[src/design/fetch_pkg.sv]
`default_nettype none

package fetch_pkg;

    //////////////////////////////////////////////////
    // line and packet geometry
    //////////////////////////////////////////////////

    // bytes per buffer line, also the packet width in bytes
    localparam int LINE_BYTES = 16;
    localparam int LINE_BITS  = LINE_BYTES * 8;
    localparam int LINE_OFF_W = $clog2(LINE_BYTES);

    // instruction length runs 1..16, so one bit more than the offset
    localparam int LEN_W = LINE_OFF_W + 1;

    // fill index and packet bip sized for the default four-line buffer
    localparam int FILL_IDX_W = 2;
    localparam int PKT_BIP_W  = 6;

    // byte k sits at bits 8k+7:8k
    typedef logic [LINE_BITS-1:0] line_t;

    typedef struct packed {
        logic [FILL_IDX_W-1:0] index;
        line_t                 data;
    } fill_t;

    //////////////////////////////////////////////////
    // redirect source, lowest to highest priority
    //////////////////////////////////////////////////

    typedef enum logic [1:0] {
        REDIR_NONE    = 2'd0,
        REDIR_BRANCH  = 2'd1,
        REDIR_RESTEER = 2'd2,
        REDIR_INIT    = 2'd3
    } redirect_e;

    typedef struct packed {
        line_t                bytes;
        logic [LEN_W-1:0]     length;
        logic [PKT_BIP_W-1:0] bip;
    } packet_t;

endpackage

`default_nettype wire

[src/design/decode_latch.sv]
`timescale 1ns/1ps
`default_nettype none

module decode_latch
    import fetch_pkg::*;
#(
    parameter int NUM_LINES = 4
) (
    input  logic                  clk,
    input  logic                  reset,
    input  line_t                 fetch_bytes,
    input  logic [$clog2(NUM_LINES*LINE_BYTES)-1:0] fetch_bip,
    input  logic                  fetch_ok,
    input  logic                  stall,
    output logic [LEN_W-1:0]      length,
    output logic                  advance,
    output packet_t               packet,
    output logic                  packet_valid
);

    //////////////////////////////////////////////////
    // length decode
    //////////////////////////////////////////////////

    // length is the low nibble of byte 0 plus one
    assign length = {1'b0, fetch_bytes[LINE_OFF_W-1:0]} + LEN_W'(1);

    assign advance = fetch_ok & ~stall;

    //////////////////////////////////////////////////
    // output packet
    //////////////////////////////////////////////////

    // held under stall
    always_ff @(posedge clk) begin
        if (advance) begin
            packet.bytes  <= fetch_bytes;
            packet.length <= length;
            packet.bip    <= PKT_BIP_W'(fetch_bip);
        end
    end

    always_ff @(posedge clk) begin
        if (reset) begin
            packet_valid <= 1'b0;
        end else begin
            packet_valid <= advance;
        end
    end

endmodule

`default_nettype wire

[src/design/fetch_front.sv]
`timescale 1ns/1ps
`default_nettype none

module fetch_front
    import fetch_pkg::*;
#(
    parameter int NUM_LINES = 4
) (
    input  logic                  clk,
    input  logic                  reset,
    input  logic                  fill_valid,
    input  fill_t                 fill,
    input  logic                  stall,
    input  logic                  is_init,
    input  logic [$clog2(NUM_LINES*LINE_BYTES)-1:0] init_bip,
    input  logic                  is_resteer,
    input  logic [$clog2(NUM_LINES*LINE_BYTES)-1:0] wb_bip,
    input  logic                  is_br,
    input  logic [$clog2(NUM_LINES*LINE_BYTES)-1:0] bp_bip,
    output packet_t               packet,
    output logic                  packet_valid,
    output logic [NUM_LINES-1:0]  line_free
);

    localparam int BIP_W = $clog2(NUM_LINES * LINE_BYTES);

    line_t [NUM_LINES-1:0] lines;
    logic [NUM_LINES-1:0]  line_valid;
    logic [NUM_LINES-1:0]  line_release;
    logic                  flush;
    line_t                 fetch_bytes;
    logic [BIP_W-1:0]      fetch_bip;
    logic                  fetch_ok;
    logic [LEN_W-1:0]      length;
    logic                  advance;

    //////////////////////////////////////////////////
    // buffer, fetch and decode latch
    //////////////////////////////////////////////////

    ibuf_lines #(
        .NUM_LINES(NUM_LINES)
    ) ibuf_lines_i (
        .clk         (clk),
        .reset       (reset),
        .fill_valid  (fill_valid),
        .fill        (fill),
        .line_release(line_release),
        .flush       (flush),
        .lines       (lines),
        .line_valid  (line_valid),
        .line_free   (line_free)
    );

    fetch_unit #(
        .NUM_LINES(NUM_LINES)
    ) fetch_unit_i (
        .clk         (clk),
        .reset       (reset),
        .lines       (lines),
        .line_valid  (line_valid),
        .length      (length),
        .advance     (advance),
        .is_init     (is_init),
        .init_bip    (init_bip),
        .is_resteer  (is_resteer),
        .wb_bip      (wb_bip),
        .is_br       (is_br),
        .bp_bip      (bp_bip),
        .fetch_bytes (fetch_bytes),
        .fetch_bip   (fetch_bip),
        .fetch_ok    (fetch_ok),
        .line_release(line_release),
        .flush       (flush)
    );

    decode_latch #(
        .NUM_LINES(NUM_LINES)
    ) decode_latch_i (
        .clk         (clk),
        .reset       (reset),
        .fetch_bytes (fetch_bytes),
        .fetch_bip   (fetch_bip),
        .fetch_ok    (fetch_ok),
        .stall       (stall),
        .length      (length),
        .advance     (advance),
        .packet      (packet),
        .packet_valid(packet_valid)
    );

endmodule

`default_nettype wire

[src/design/fetch_rotate.sv]
`timescale 1ns/1ps
`default_nettype none

module fetch_rotate
    import fetch_pkg::*;
#(
    parameter int NUM_LINES = 4
) (
    input  line_t [NUM_LINES-1:0] lines,
    input  logic [NUM_LINES-1:0]  line_valid,
    input  logic [$clog2(NUM_LINES*LINE_BYTES)-1:0] bip,
    output line_t                 fetch_bytes,
    output logic                  fetch_ok
);

    localparam int BIP_W      = $clog2(NUM_LINES * LINE_BYTES);
    localparam int LINE_IDX_W = $clog2(NUM_LINES);
    localparam int TOTAL_BITS = NUM_LINES * LINE_BITS;

    //////////////////////////////////////////////////
    // layered byte rotator
    //////////////////////////////////////////////////

    // stage s rotates right by 2^s bytes when bip[s] is set
    logic [TOTAL_BITS-1:0] rotated;

    always_comb begin
        rotated = lines;
        for (int s = 0; s < BIP_W; s++) begin
            if (bip[s]) begin
                rotated = (rotated >> (8 << s)) | (rotated << (TOTAL_BITS - (8 << s)));
            end
        end
    end

    // byte at bip now sits at byte 0
    assign fetch_bytes = rotated[LINE_BITS-1:0];

    //////////////////////////////////////////////////
    // two-line valid check
    //////////////////////////////////////////////////

    logic [LINE_IDX_W-1:0] cur_line;
    logic [LINE_IDX_W-1:0] next_line;

    assign cur_line  = bip[BIP_W-1:LINE_OFF_W];
    // wraps from the last line back to line 0
    assign next_line = cur_line + LINE_IDX_W'(1);

    assign fetch_ok = line_valid[cur_line] & line_valid[next_line];

endmodule

`default_nettype wire

[src/design/fetch_unit.sv]
`timescale 1ns/1ps
`default_nettype none

module fetch_unit
    import fetch_pkg::*;
#(
    parameter int NUM_LINES = 4
) (
    input  logic                  clk,
    input  logic                  reset,
    input  line_t [NUM_LINES-1:0] lines,
    input  logic [NUM_LINES-1:0]  line_valid,
    input  logic [LEN_W-1:0]      length,
    input  logic                  advance,
    input  logic                  is_init,
    input  logic [$clog2(NUM_LINES*LINE_BYTES)-1:0] init_bip,
    input  logic                  is_resteer,
    input  logic [$clog2(NUM_LINES*LINE_BYTES)-1:0] wb_bip,
    input  logic                  is_br,
    input  logic [$clog2(NUM_LINES*LINE_BYTES)-1:0] bp_bip,
    output line_t                 fetch_bytes,
    output logic [$clog2(NUM_LINES*LINE_BYTES)-1:0] fetch_bip,
    output logic                  fetch_ok,
    output logic [NUM_LINES-1:0]  line_release,
    output logic                  flush
);

    localparam int BIP_W = $clog2(NUM_LINES * LINE_BYTES);

    redirect_e         redir;
    logic [BIP_W-1:0]  redir_bip;
    logic [BIP_W-1:0]  bip;
    logic [BIP_W-1:0]  bip_sum;

    //////////////////////////////////////////////////
    // redirect priority
    //////////////////////////////////////////////////

    always_comb begin
        if (is_init) begin
            redir = REDIR_INIT;
        end else if (is_resteer) begin
            redir = REDIR_RESTEER;
        end else if (is_br) begin
            redir = REDIR_BRANCH;
        end else begin
            redir = REDIR_NONE;
        end
    end

    always_comb begin
        case (redir)
            REDIR_INIT:    redir_bip = init_bip;
            REDIR_RESTEER: redir_bip = wb_bip;
            REDIR_BRANCH:  redir_bip = bp_bip;
            default:       redir_bip = bip_sum;
        endcase
    end

    // branch keeps the buffer, the other two drop it
    assign flush = (redir == REDIR_INIT) || (redir == REDIR_RESTEER);

    //////////////////////////////////////////////////
    // bip register
    //////////////////////////////////////////////////

    // wraps modulo the buffer size
    assign bip_sum = bip + BIP_W'(length);

    always_ff @(posedge clk) begin
        if (reset) begin
            bip <= '0;
        end else if (redir != REDIR_NONE) begin
            bip <= redir_bip;
        end else if (advance) begin
            bip <= bip_sum;
        end
    end

    // leaving a line frees it on the same edge
    always_comb begin
        line_release = '0;
        if (advance && redir == REDIR_NONE &&
            bip_sum[BIP_W-1:LINE_OFF_W] != bip[BIP_W-1:LINE_OFF_W]) begin
            line_release[bip[BIP_W-1:LINE_OFF_W]] = 1'b1;
        end
    end

    assign fetch_bip = bip;

    fetch_rotate #(
        .NUM_LINES(NUM_LINES)
    ) fetch_rotate_i (
        .lines      (lines),
        .line_valid (line_valid),
        .bip        (bip),
        .fetch_bytes(fetch_bytes),
        .fetch_ok   (fetch_ok)
    );

    // decoder must never hand back a zero length on an accepted packet
    nonzero_length: assert property (
        @(posedge clk) disable iff (reset)
        advance |-> length != '0
    ) else $error("zero length on advance at bip %0h", bip);

endmodule

`default_nettype wire

[src/design/ibuf_lines.sv]
`timescale 1ns/1ps
`default_nettype none

module ibuf_lines
    import fetch_pkg::*;
#(
    parameter int NUM_LINES = 4
) (
    input  logic                 clk,
    input  logic                 reset,
    input  logic                 fill_valid,
    input  fill_t                fill,
    input  logic [NUM_LINES-1:0] line_release,
    input  logic                 flush,
    output line_t [NUM_LINES-1:0] lines,
    output logic [NUM_LINES-1:0] line_valid,
    output logic [NUM_LINES-1:0] line_free
);

    line_t [NUM_LINES-1:0] line_mem;

    // line storage, written only by a fill
    always_ff @(posedge clk) begin
        if (fill_valid) begin
            line_mem[fill.index] <= fill.data;
        end
    end

    assign lines = line_mem;

    //////////////////////////////////////////////////
    // valid bits
    //////////////////////////////////////////////////

    always_ff @(posedge clk) begin
        if (reset) begin
            line_valid <= '0;
        end else begin
            if (flush) begin
                line_valid <= '0;
            end else begin
                line_valid <= line_valid & ~line_release;
            end
            // fill wins over a release of the same line
            if (fill_valid) begin
                line_valid[fill.index] <= 1'b1;
            end
        end
    end

    // free lines seen by the filler, one cycle behind the valid bits
    always_ff @(posedge clk) begin
        if (reset) begin
            line_free <= '1;
        end else begin
            line_free <= ~line_valid;
        end
    end

    // a fill must only land in a line that is empty or being let go
    fill_into_free_line: assert property (
        @(posedge clk) disable iff (reset)
        fill_valid && !flush |-> !line_valid[fill.index] || line_release[fill.index]
    ) else $error("fill into valid line %0d", fill.index);

endmodule

`default_nettype wire

[config.mk]
export PLATFORM = sky130hd
export DESIGN_NAME = fetch_front
export DESIGN_NICKNAME = d
export VERILOG_FILES = /design/src/design/fetch_pkg.sv /design/src/design/decode_latch.sv /design/src/design/fetch_front.sv /design/src/design/fetch_rotate.sv /design/src/design/fetch_unit.sv /design/src/design/ibuf_lines.sv
export SDC_FILE = /design/constraint.sdc
export NUM_CORES = 2
export LEC_CHECK = 0
export BUFFER_PORTS_ARGS = -buffer_cell sky130_fd_sc_hd__buf_2
export CAP_MARGIN = 20
export CORE_MARGIN = 2
export CORE_UTILIZATION = 40
export CTS_CLUSTER_SIZE = 28
export DETAILED_ROUTE_END_ITERATION = 7
export PLACE_DENSITY_LB_ADDON = 0.12
export SYNTH_ARGS = -nofsm -noshare
export SYNTH_HDL_FRONTEND = slang
export SYNTH_SLANG_ARGS = --single-unit
[constraint.sdc]
create_clock -name clk -period 24.8 [get_ports clk]
set_input_delay 4.96 -clock clk [delete_from_list [all_inputs] [get_ports clk]]
set_output_delay 4.96 -clock clk [all_outputs]
set_load 0.01 [all_outputs]
== Yosys cells after proc, flatten, opt, wreduce, memory -nomap -nowiden ==
Cells that the tools add are included.
Widths: inputs -> output; s select.

* Add/sub/neg operators: 3
* Multiply operators: 0
* Divide/modulo/power cells: 0
* Magnitude comparators: 5
* Equal/unequal tests: 4
* Shift-type cells: 0
* Muxes and demuxes: 27
* Bitwise gates (word level): 13
* Reductions and logical operators: 8

{| class="wikitable"
|+ Operators with widths
! cell !! number
|-
| $mux 512 || 4
|-
| $bwmux 512 || 1
|-
| $or 448x512->512 || 1
|-
| $or 480x512->512 || 1
|-
| $or 496x512->512 || 1
|-
| $or 504x512->512 || 1
|-
| $mux 384 || 1
|-
| $or 384x1->384 const B || 1
|-
| $demux 128 s2 || 1
|-
| $mux 128 || 2
|-
| $or 128x1->128 const B || 1
|-
| $pmux 6 s3 || 1
|-
| $mux 4 || 4
|-
| $mux 6 || 2
|-
| $lt 2x3->1 const B || 3
|-
| $not 4->4 || 2
|-
| $add 6x5->6 || 1
|-
| $add 4x1->5 const B || 1
|-
| $mux 1 || 5
|-
| $and 4x4->4 || 1
|-
| $bmux 1 s2 || 2
|-
| $demux 1 s2 || 2
|-
| $eq 2x2->1 const B || 2
|-
| $ge 2x1->1 const B || 2
|-
| other kinds (11) || 17
|}

* Bits in registers: 666
* Latch bits: 0
* Bits in writable memories: 0
* ROM bits: 0
* Input bits: 155
* Output and inout port bits: 144
* Memories: 0

== Logic depth before layout (Yosys ltp) ==
* Depth after elaboration: 23
* Gate-level depth with buffers: 22
* Mapped depth without buffers: 15

== Modules after synthesis ==
From an unflattened synthesis, not the netlist that was laid out.

* Cells, all modules: 3984
* Area, all modules: 49907.9 um2

{| class="wikitable"
|+ Modules (own cells, without submodules)
! module !! times used !! cells an instance !! area each (um2) !! seq. area each (um2)
|-
| fetch_rotate || 1 || 3211 || 29323.1 || 0.0
|-
| ibuf_lines || 1 || 537 || 15671.3 || 15534.9
|-
| decode_latch || 1 || 148 || 4255.3 || 4194.0
|-
| fetch_unit || 1 || 88 || 658.1 || 120.1
|}

== Least setup slack after synthesis ==
No wires, ideal clock.

* Path kind: input port to flip-flop
* From: input fill[128] (netlist bit)
* To: register ibuf_lines_i.line_valid[0]
* Setup time: 101 ps
* Arrival: 15277 ps
* Data required time: 24699 ps
* Setup slack: 9423 ps
* Stages on the path: 2
* Buffers on the path: 0
* Cell sequence: nor3b_1 > o21ba_2

* Word-level cells in the longest chain between the ends: 6

{| class="wikitable"
|+ Ends and longest elaborated chain
! item !! line !! RTL
|-
| start: declaration || fetch_front.sv:12 || <nowiki>input fill_t fill,</nowiki>
|-
| $lt 2x3->1 (implied by the code) / $ge 2x1->1 (equally long branches) || ibuf_lines.sv:46 || <nowiki>line_valid[fill.index] <= 1'b1;</nowiki>
|-
| $logic_and 1x1->1 (implied by the code) || ibuf_lines.sv:46 ||
|-
| $mux 1 (implied by the code) || ibuf_lines.sv:46 ||
|-
| $demux 1 s2 (*) || n/a ||
|-
| $or 4x4->4 (no line) (*) || n/a ||
|-
| $mux 4 (*) || ibuf_lines.sv:45 || <nowiki>if (fill_valid) begin</nowiki>
|-
| end signal: assignment || ibuf_lines.sv:42 || <nowiki>line_valid <= line_valid & ~line_release;</nowiki>
|-
| end: declaration || ibuf_lines.sv:16 || <nowiki>output logic [NUM_LINES-1:0] line_valid,</nowiki>
|}

Every way passes the cells marked *; elsewhere a longest branch is shown, timed or not.
A chain may end at the register's enable or synchronous reset.

== Worst setup path in the final report ==
* From: register fetch_unit_i.bip[1], in the netlist fetch_unit_i.fetch_bip[1]
* To: register ibuf_lines_i.line_valid[1]

* Word-level cells in the longest chain between the ends: 20

{| class="wikitable"
|+ Ends and longest elaborated chain
! item !! line !! RTL
|-
| start: declaration || fetch_unit.sv:32 || <nowiki>logic [BIP_W-1:0] bip;</nowiki>
|-
| start signal: assignment || fetch_unit.sv:74 || <nowiki>bip <= redir_bip;</nowiki>
|-
| start signal: assignment || fetch_unit.sv:76 || <nowiki>bip <= bip_sum;</nowiki>
|-
| $mux 512 (*) || fetch_rotate.sv:30 || <nowiki>if (bip[s]) begin</nowiki>
|-
| $or 480x512->512 || fetch_rotate.sv:31 || <nowiki>rotated = (rotated >> (8 << s)) | (rotated << (TOTAL_BITS - (8 << s)));</nowiki>
|-
| $mux 512 (*) || fetch_rotate.sv:30 ||
|-
| $or 448x512->512 || fetch_rotate.sv:31 ||
|-
| $mux 512 (*) || fetch_rotate.sv:30 ||
|-
| $or 384x1->384 || fetch_rotate.sv:31 ||
|-
| $mux 384 (*) || fetch_rotate.sv:30 ||
|-
| $or 128x1->128 || fetch_rotate.sv:31 ||
|-
| (+1 left out) || n/a ||
|-
| net decode_latch_i.fetch_bytes[3] || decode_latch.sv:11 || <nowiki>input line_t fetch_bytes,</nowiki>
|-
| (+1 left out) || n/a ||
|-
| net decode_latch_i.length[3] || decode_latch.sv:15 || <nowiki>output logic [LEN_W-1:0] length,</nowiki>
|-
| (+2 left out) || n/a ||
|-
| $logic_and 1x1->1 (*) || fetch_unit.sv:83 || <nowiki>if (advance && redir == REDIR_NONE &&</nowiki>
|-
| $mux 4 (*) || fetch_unit.sv:83 ||
|-
| $not 4->4 (*) || ibuf_lines.sv:42 ||
|-
| $and 4x4->4 (*) || ibuf_lines.sv:42 ||
|-
| $mux 4 (*) || ibuf_lines.sv:39 || <nowiki>if (flush) begin</nowiki>
|-
| $mux 4 (*) || ibuf_lines.sv:36 || <nowiki>if (reset) begin</nowiki>
|-
| $or 4x4->4 (no line) || n/a ||
|-
| $mux 4 (*) || ibuf_lines.sv:45 ||
|}

The timed path passes the listed nets; every way through them passes the cells marked *. The select of a mux whose other input is x is not followed.

==> impl_metrics.toml <==
[outcome]
outcome = "finished, final reports clean"

[finish]
finish.cell_count_without_fillers = 5177
fillers = 10060
multi_input_area_sq_um = 22290
sequential_cell_area_sq_um = 19870
nNetsFinal = 3865
postLayoutCellArea_sq_um = 48500
final_layout_size_suffix_gt1_share_pct = 27.41
finish.utilization_pct = 44.62
synthToLayoutAreaGrowth_pct = 10.76

[global_routing]
grt_max_degree = 174
gr-total-overflow = 0
grt_antenna_before_repair = 6
grt_use_total_pct = 25.14
grt_first_pass_wirelength_um = 207800
grt_pass1_vias = 30040

[clock_tree]
cts.path.max_buffers = 3
clkSlewWorstSetupHoldPaths_ns = 0.06
post_cts_hold_buffer_count = 0
cts.sinks = 666
tritoncts.num_buffers = 78
cts_root_buffer = "sky130_fd_sc_hd__clkbuf_16"
post_cts.repair.setup_buffers = 0
cts.repair.resized = 0
worst_skew_pair.late_latency_ns = 0.66
cts_tree = "done"
cts.htree.levels = 3

[setup_path]
cp_data_arrival_time_ns = 7.57
cp.required_ns = 25.38
slowest_delay_ns = 0.81
cell_at_the_slowest_stage_of_the_critical_path = "sky130_fd_sc_hd__buf_4"
worstSetupPathType = "flop to flop"
crit_path_end_kind = "flop"
startpoint_class = "flop"
cp_max_fo = 71
crit_path_cell_trace = "buf_4 -> buf_4 -> buf_4 -> mux2_2 -> mux4_2 -> nor2_1 -> a31oi_1 -> mux4_2 -> xnor2_1 -> ha_1 -> a21oi_1 -> xnor3_1 -> o21ai_0 -> o211ai_1 -> a21oi_1"
cpMostUsedCell = "sky130_fd_sc_hd__buf_4"

[placed_design]
routabilityCongestion = 0.9141
placed_cells = 5033
portBuffers = 298
placed_area_sq_um = 45920
pre_cts_slack_ns = 17.20
dp_hpwl_um = 104200

[logic_synthesis]
syn-num-nets = 3768
synth.yosys.seq_area_share_pct = 45.33
synth.yosys.warnings = 0
ys_types = 50
post_synth.cell_area_avg_sq_um = 12.16
synth_cells = 3602
cell_area_after_synthesis_sq_um = 43790
asyncSetResetFlopFracSynth_pct = 0
number_of_enable_flip_flop_cells_after_synthesis = 651
ys_seq_elements = 666
dominantRegCellSynth = "sky130_fd_sc_hd__edfxtp_1"

[floorplanning]
die_h_um = 334.9
fp.dieW_um = 334.9
floorplan.initialDensity_pct = 40.29
pin_count = 299
fp-row-count = 121
design.core.area_sq_um = 108700
die_area_sq_um = 112100

[run]
max_cap_viol_count = 0

[timing]
setup_ws_ns = 17.82
max_clock_freq_mhz = 143.2
final_period_minus_worst_setup_slack_ns = 6.984
finalHoldViolations = 0
grt_setup_unrepaired = "no"
totalNegativeSetupSlack_ns = 0
slew_violations = 0
worst_slew_pin_slew_ns = 1.019
final_critical_path_share_of_the_clock_period_pct = 28.16
finish_stage_setup_viols = 0
worst_hold_slack_ns = 0.4429
timing.max_slew.rel_slack_pct = 32.07
timing.clock.skew_ns = 0.02882

[min_path]
hp-class = "flop to flop"

[route]
remaining_drc_errors = 0
detail_route.first_pass.iterations = 6
post_drt_wl_per_cell_um = 27.45
detail-route-antenna-nets = 0
detailedRoute.firstIterationViolations = 3105
number_of_vias_per_cell_after_detailed_routing = 5.969
detail_route.wirelength_um = 142100
num_vias = 30900

[pwr]
irDropWorstVdd_mv = 0.04999
power.static_leakage_nw = 16.97
power-per-cell-area_nw_per_um2 = 68.00
total_power_mw = 3.298
## synth_stat cells, types with 3 or more instances
cell                       count  area (sq um)
sky130_fd_sc_hd__o22ai_1      17         106.4
sky130_fd_sc_hd__nor3_1        8         40.04
sky130_fd_sc_hd__and2_1        8         50.05
sky130_fd_sc_hd__o211ai_1      8         60.06
sky130_fd_sc_hd__o21ai_0     321          1607
sky130_fd_sc_hd__mux2i_1     420          4204
sky130_fd_sc_hd__nand2_1     502          1884
sky130_fd_sc_hd__buf_1        58         217.7
sky130_fd_sc_hd__xnor2_1       3         26.28
sky130_fd_sc_hd__inv_1        22         82.58
sky130_fd_sc_hd__or3_1         6         37.54
sky130_fd_sc_hd__mux2_2      192          2162
sky130_fd_sc_hd__xor2_1        3         26.28
sky130_fd_sc_hd__o221ai_1      6         52.55
sky130_fd_sc_hd__or2_2         3         18.77
sky130_fd_sc_hd__nand2b_1      8         50.05
sky130_fd_sc_hd__clkbuf_1    133         499.2
sky130_fd_sc_hd__a22oi_1      23         172.7
sky130_fd_sc_hd__a21o_1        5         37.54
sky130_fd_sc_hd__a31oi_1      26         162.7
sky130_fd_sc_hd__nand3_1       6         30.03
sky130_fd_sc_hd__mux4_2      363          8175
sky130_fd_sc_hd__a211oi_1     32         240.2
sky130_fd_sc_hd__buf_4        23         172.7
sky130_fd_sc_hd__buf_2        85         425.4
sky130_fd_sc_hd__a21oi_1     250          1251
sky130_fd_sc_hd__buf_6        18         202.7
sky130_fd_sc_hd__ha_1         10         125.1
sky130_fd_sc_hd__nor2_1      287          1077
sky130_fd_sc_hd__dfxtp_1      15         300.3
sky130_fd_sc_hd__nor2b_1      36         225.2
sky130_fd_sc_hd__buf_8         4         60.06
sky130_fd_sc_hd__edfxtp_1    651         19550
sky130_fd_sc_hd__o21ai_1      16         80.08
sky130_fd_sc_hd__mux2_1       16         180.2
## placed cells by master, fill, tap and decap left out, types with 5 or more instances in the layout
master                        n
sky130_fd_sc_hd__o21ai_0    321
sky130_fd_sc_hd__dfxtp_4      5
sky130_fd_sc_hd__ha_1        10
sky130_fd_sc_hd__o21ai_1     16
sky130_fd_sc_hd__buf_2      298
sky130_fd_sc_hd__nand3_1      6
sky130_fd_sc_hd__mux2_2     192
sky130_fd_sc_hd__o211ai_1     8
sky130_fd_sc_hd__mux2_1      16
sky130_fd_sc_hd__dfxtp_1      9
sky130_fd_sc_hd__buf_4       34
sky130_fd_sc_hd__a21oi_1    250
sky130_fd_sc_hd__o221ai_1     6
sky130_fd_sc_hd__bufinv_16    7
sky130_fd_sc_hd__o22ai_1     17
sky130_fd_sc_hd__nand2_1    502
sky130_fd_sc_hd__edfxtp_1   651
sky130_fd_sc_hd__mux4_2     363
sky130_fd_sc_hd__inv_6       11
sky130_fd_sc_hd__a22oi_1     23
sky130_fd_sc_hd__a211oi_1    32
sky130_fd_sc_hd__clkinv_1     9
sky130_fd_sc_hd__clkbuf_1    16
sky130_fd_sc_hd__a31oi_1     26
sky130_fd_sc_hd__and2_1       8
sky130_fd_sc_hd__inv_1       14
sky130_fd_sc_hd__buf_12       6
sky130_fd_sc_hd__clkbuf_16   81
sky130_fd_sc_hd__nor2b_1     36
sky130_fd_sc_hd__a21o_1       5
sky130_fd_sc_hd__nor2_1     287
sky130_fd_sc_hd__or3_1        6
sky130_fd_sc_hd__clkinv_2    11
sky130_fd_sc_hd__nand2b_1     8
sky130_fd_sc_hd__mux2i_1    420
sky130_fd_sc_hd__clkinv_4     6
sky130_fd_sc_hd__nor3_1       8
## state kept, by name, summed over array words and instances, names as in the netlist
register                     cells
ibuf_lines_i.lines             512
decode_latch_i.packet          139
fetch_unit_i.fetch_bip           6
ibuf_lines_i.line_free           4
ibuf_lines_i.line_valid          4
decode_latch_i.packet_valid      1
## worst max-delay path, delay by kind of cell, from the launching register on
kind,cells,cell delay (ns)
xor+xnor,2,0.54
buf+inv,3,2.40
simple gates,1,0.11
fa+ha+maj,1,0.30
compound gates,5,1.05
flops,1,0.75
mux,3,1.59
## final cells by class
cell class / instances / share of cell area, %
Clock inverter: 43 / 0.9312
Multi-Input combinational cell: 2593 / 45.95
Antenna cell: 1 / 0.005159
Tap cell: 1414 / 3.648
Sequential cell: 666 / 40.96
Timing Repair Buffer: 338 / 3.849
Clock buffer: 100 / 4.388
Inverter: 22 / 0.2683
## layer usage
metal | share of wire [%] | GRT usage (%) | routed length, um | vias up
li1 | - | - | - | 14100
met1 | 42 | 33.38 | 60030 | 15430
met2 | 49 | 42.25 | 69340 | 1165
met3 | 5.6 | 3.452 | 8012 | 207
met4 | 3.3 | 8.740 | 4738 | 0
met5 | 0 | 0 | 0 | -
## path summary, 6_finish.rpt
| check | startpoint | to | slack (ns) | cells past startpoint |
|---|---|---|---|---|
| worst max-delay path | fetch_unit_i.fetch_bip[1] | ibuf_lines_i.line_valid[1] | 17.82 | 15 |
| worst min-delay path | ibuf_lines_i.line_valid[0] | ibuf_lines_i.line_free[0] | 0.44 | 1 |
| worst max register to register | fetch_unit_i.fetch_bip[1] | ibuf_lines_i.line_valid[1] | 17.82 | 15 |
| worst min register to register | ibuf_lines_i.line_valid[0] | ibuf_lines_i.line_free[0] | 0.44 | 1 |
## cell families after synthesis
logic type	after synthesis	share of synthesized area, %
flip-flops	666	45.33
buffers and inverters	343	3.792
AND/OR/NAND/NOR	869	7.877
adder cells (fa/ha/maj)	11	0.3314
multiplexers	993	33.71
XOR/XNOR	7	0.1715
AO/OA/AOI/OAI	713	8.789
## report_power, final
| group | leakage, nW | switching (mW) | internal, mW | total [mW] |
|---|---|---|---|---|
| logic | 9.63 | 0.449 | 0.334 | 0.783 |
| clock network | 1.26 | 0.483 | 0.684 | 1.17 |
| registers | 6.08 | 0.0465 | 1.30 | 1.35 |
Note: power is estimated with default switching activity, not from simulation.
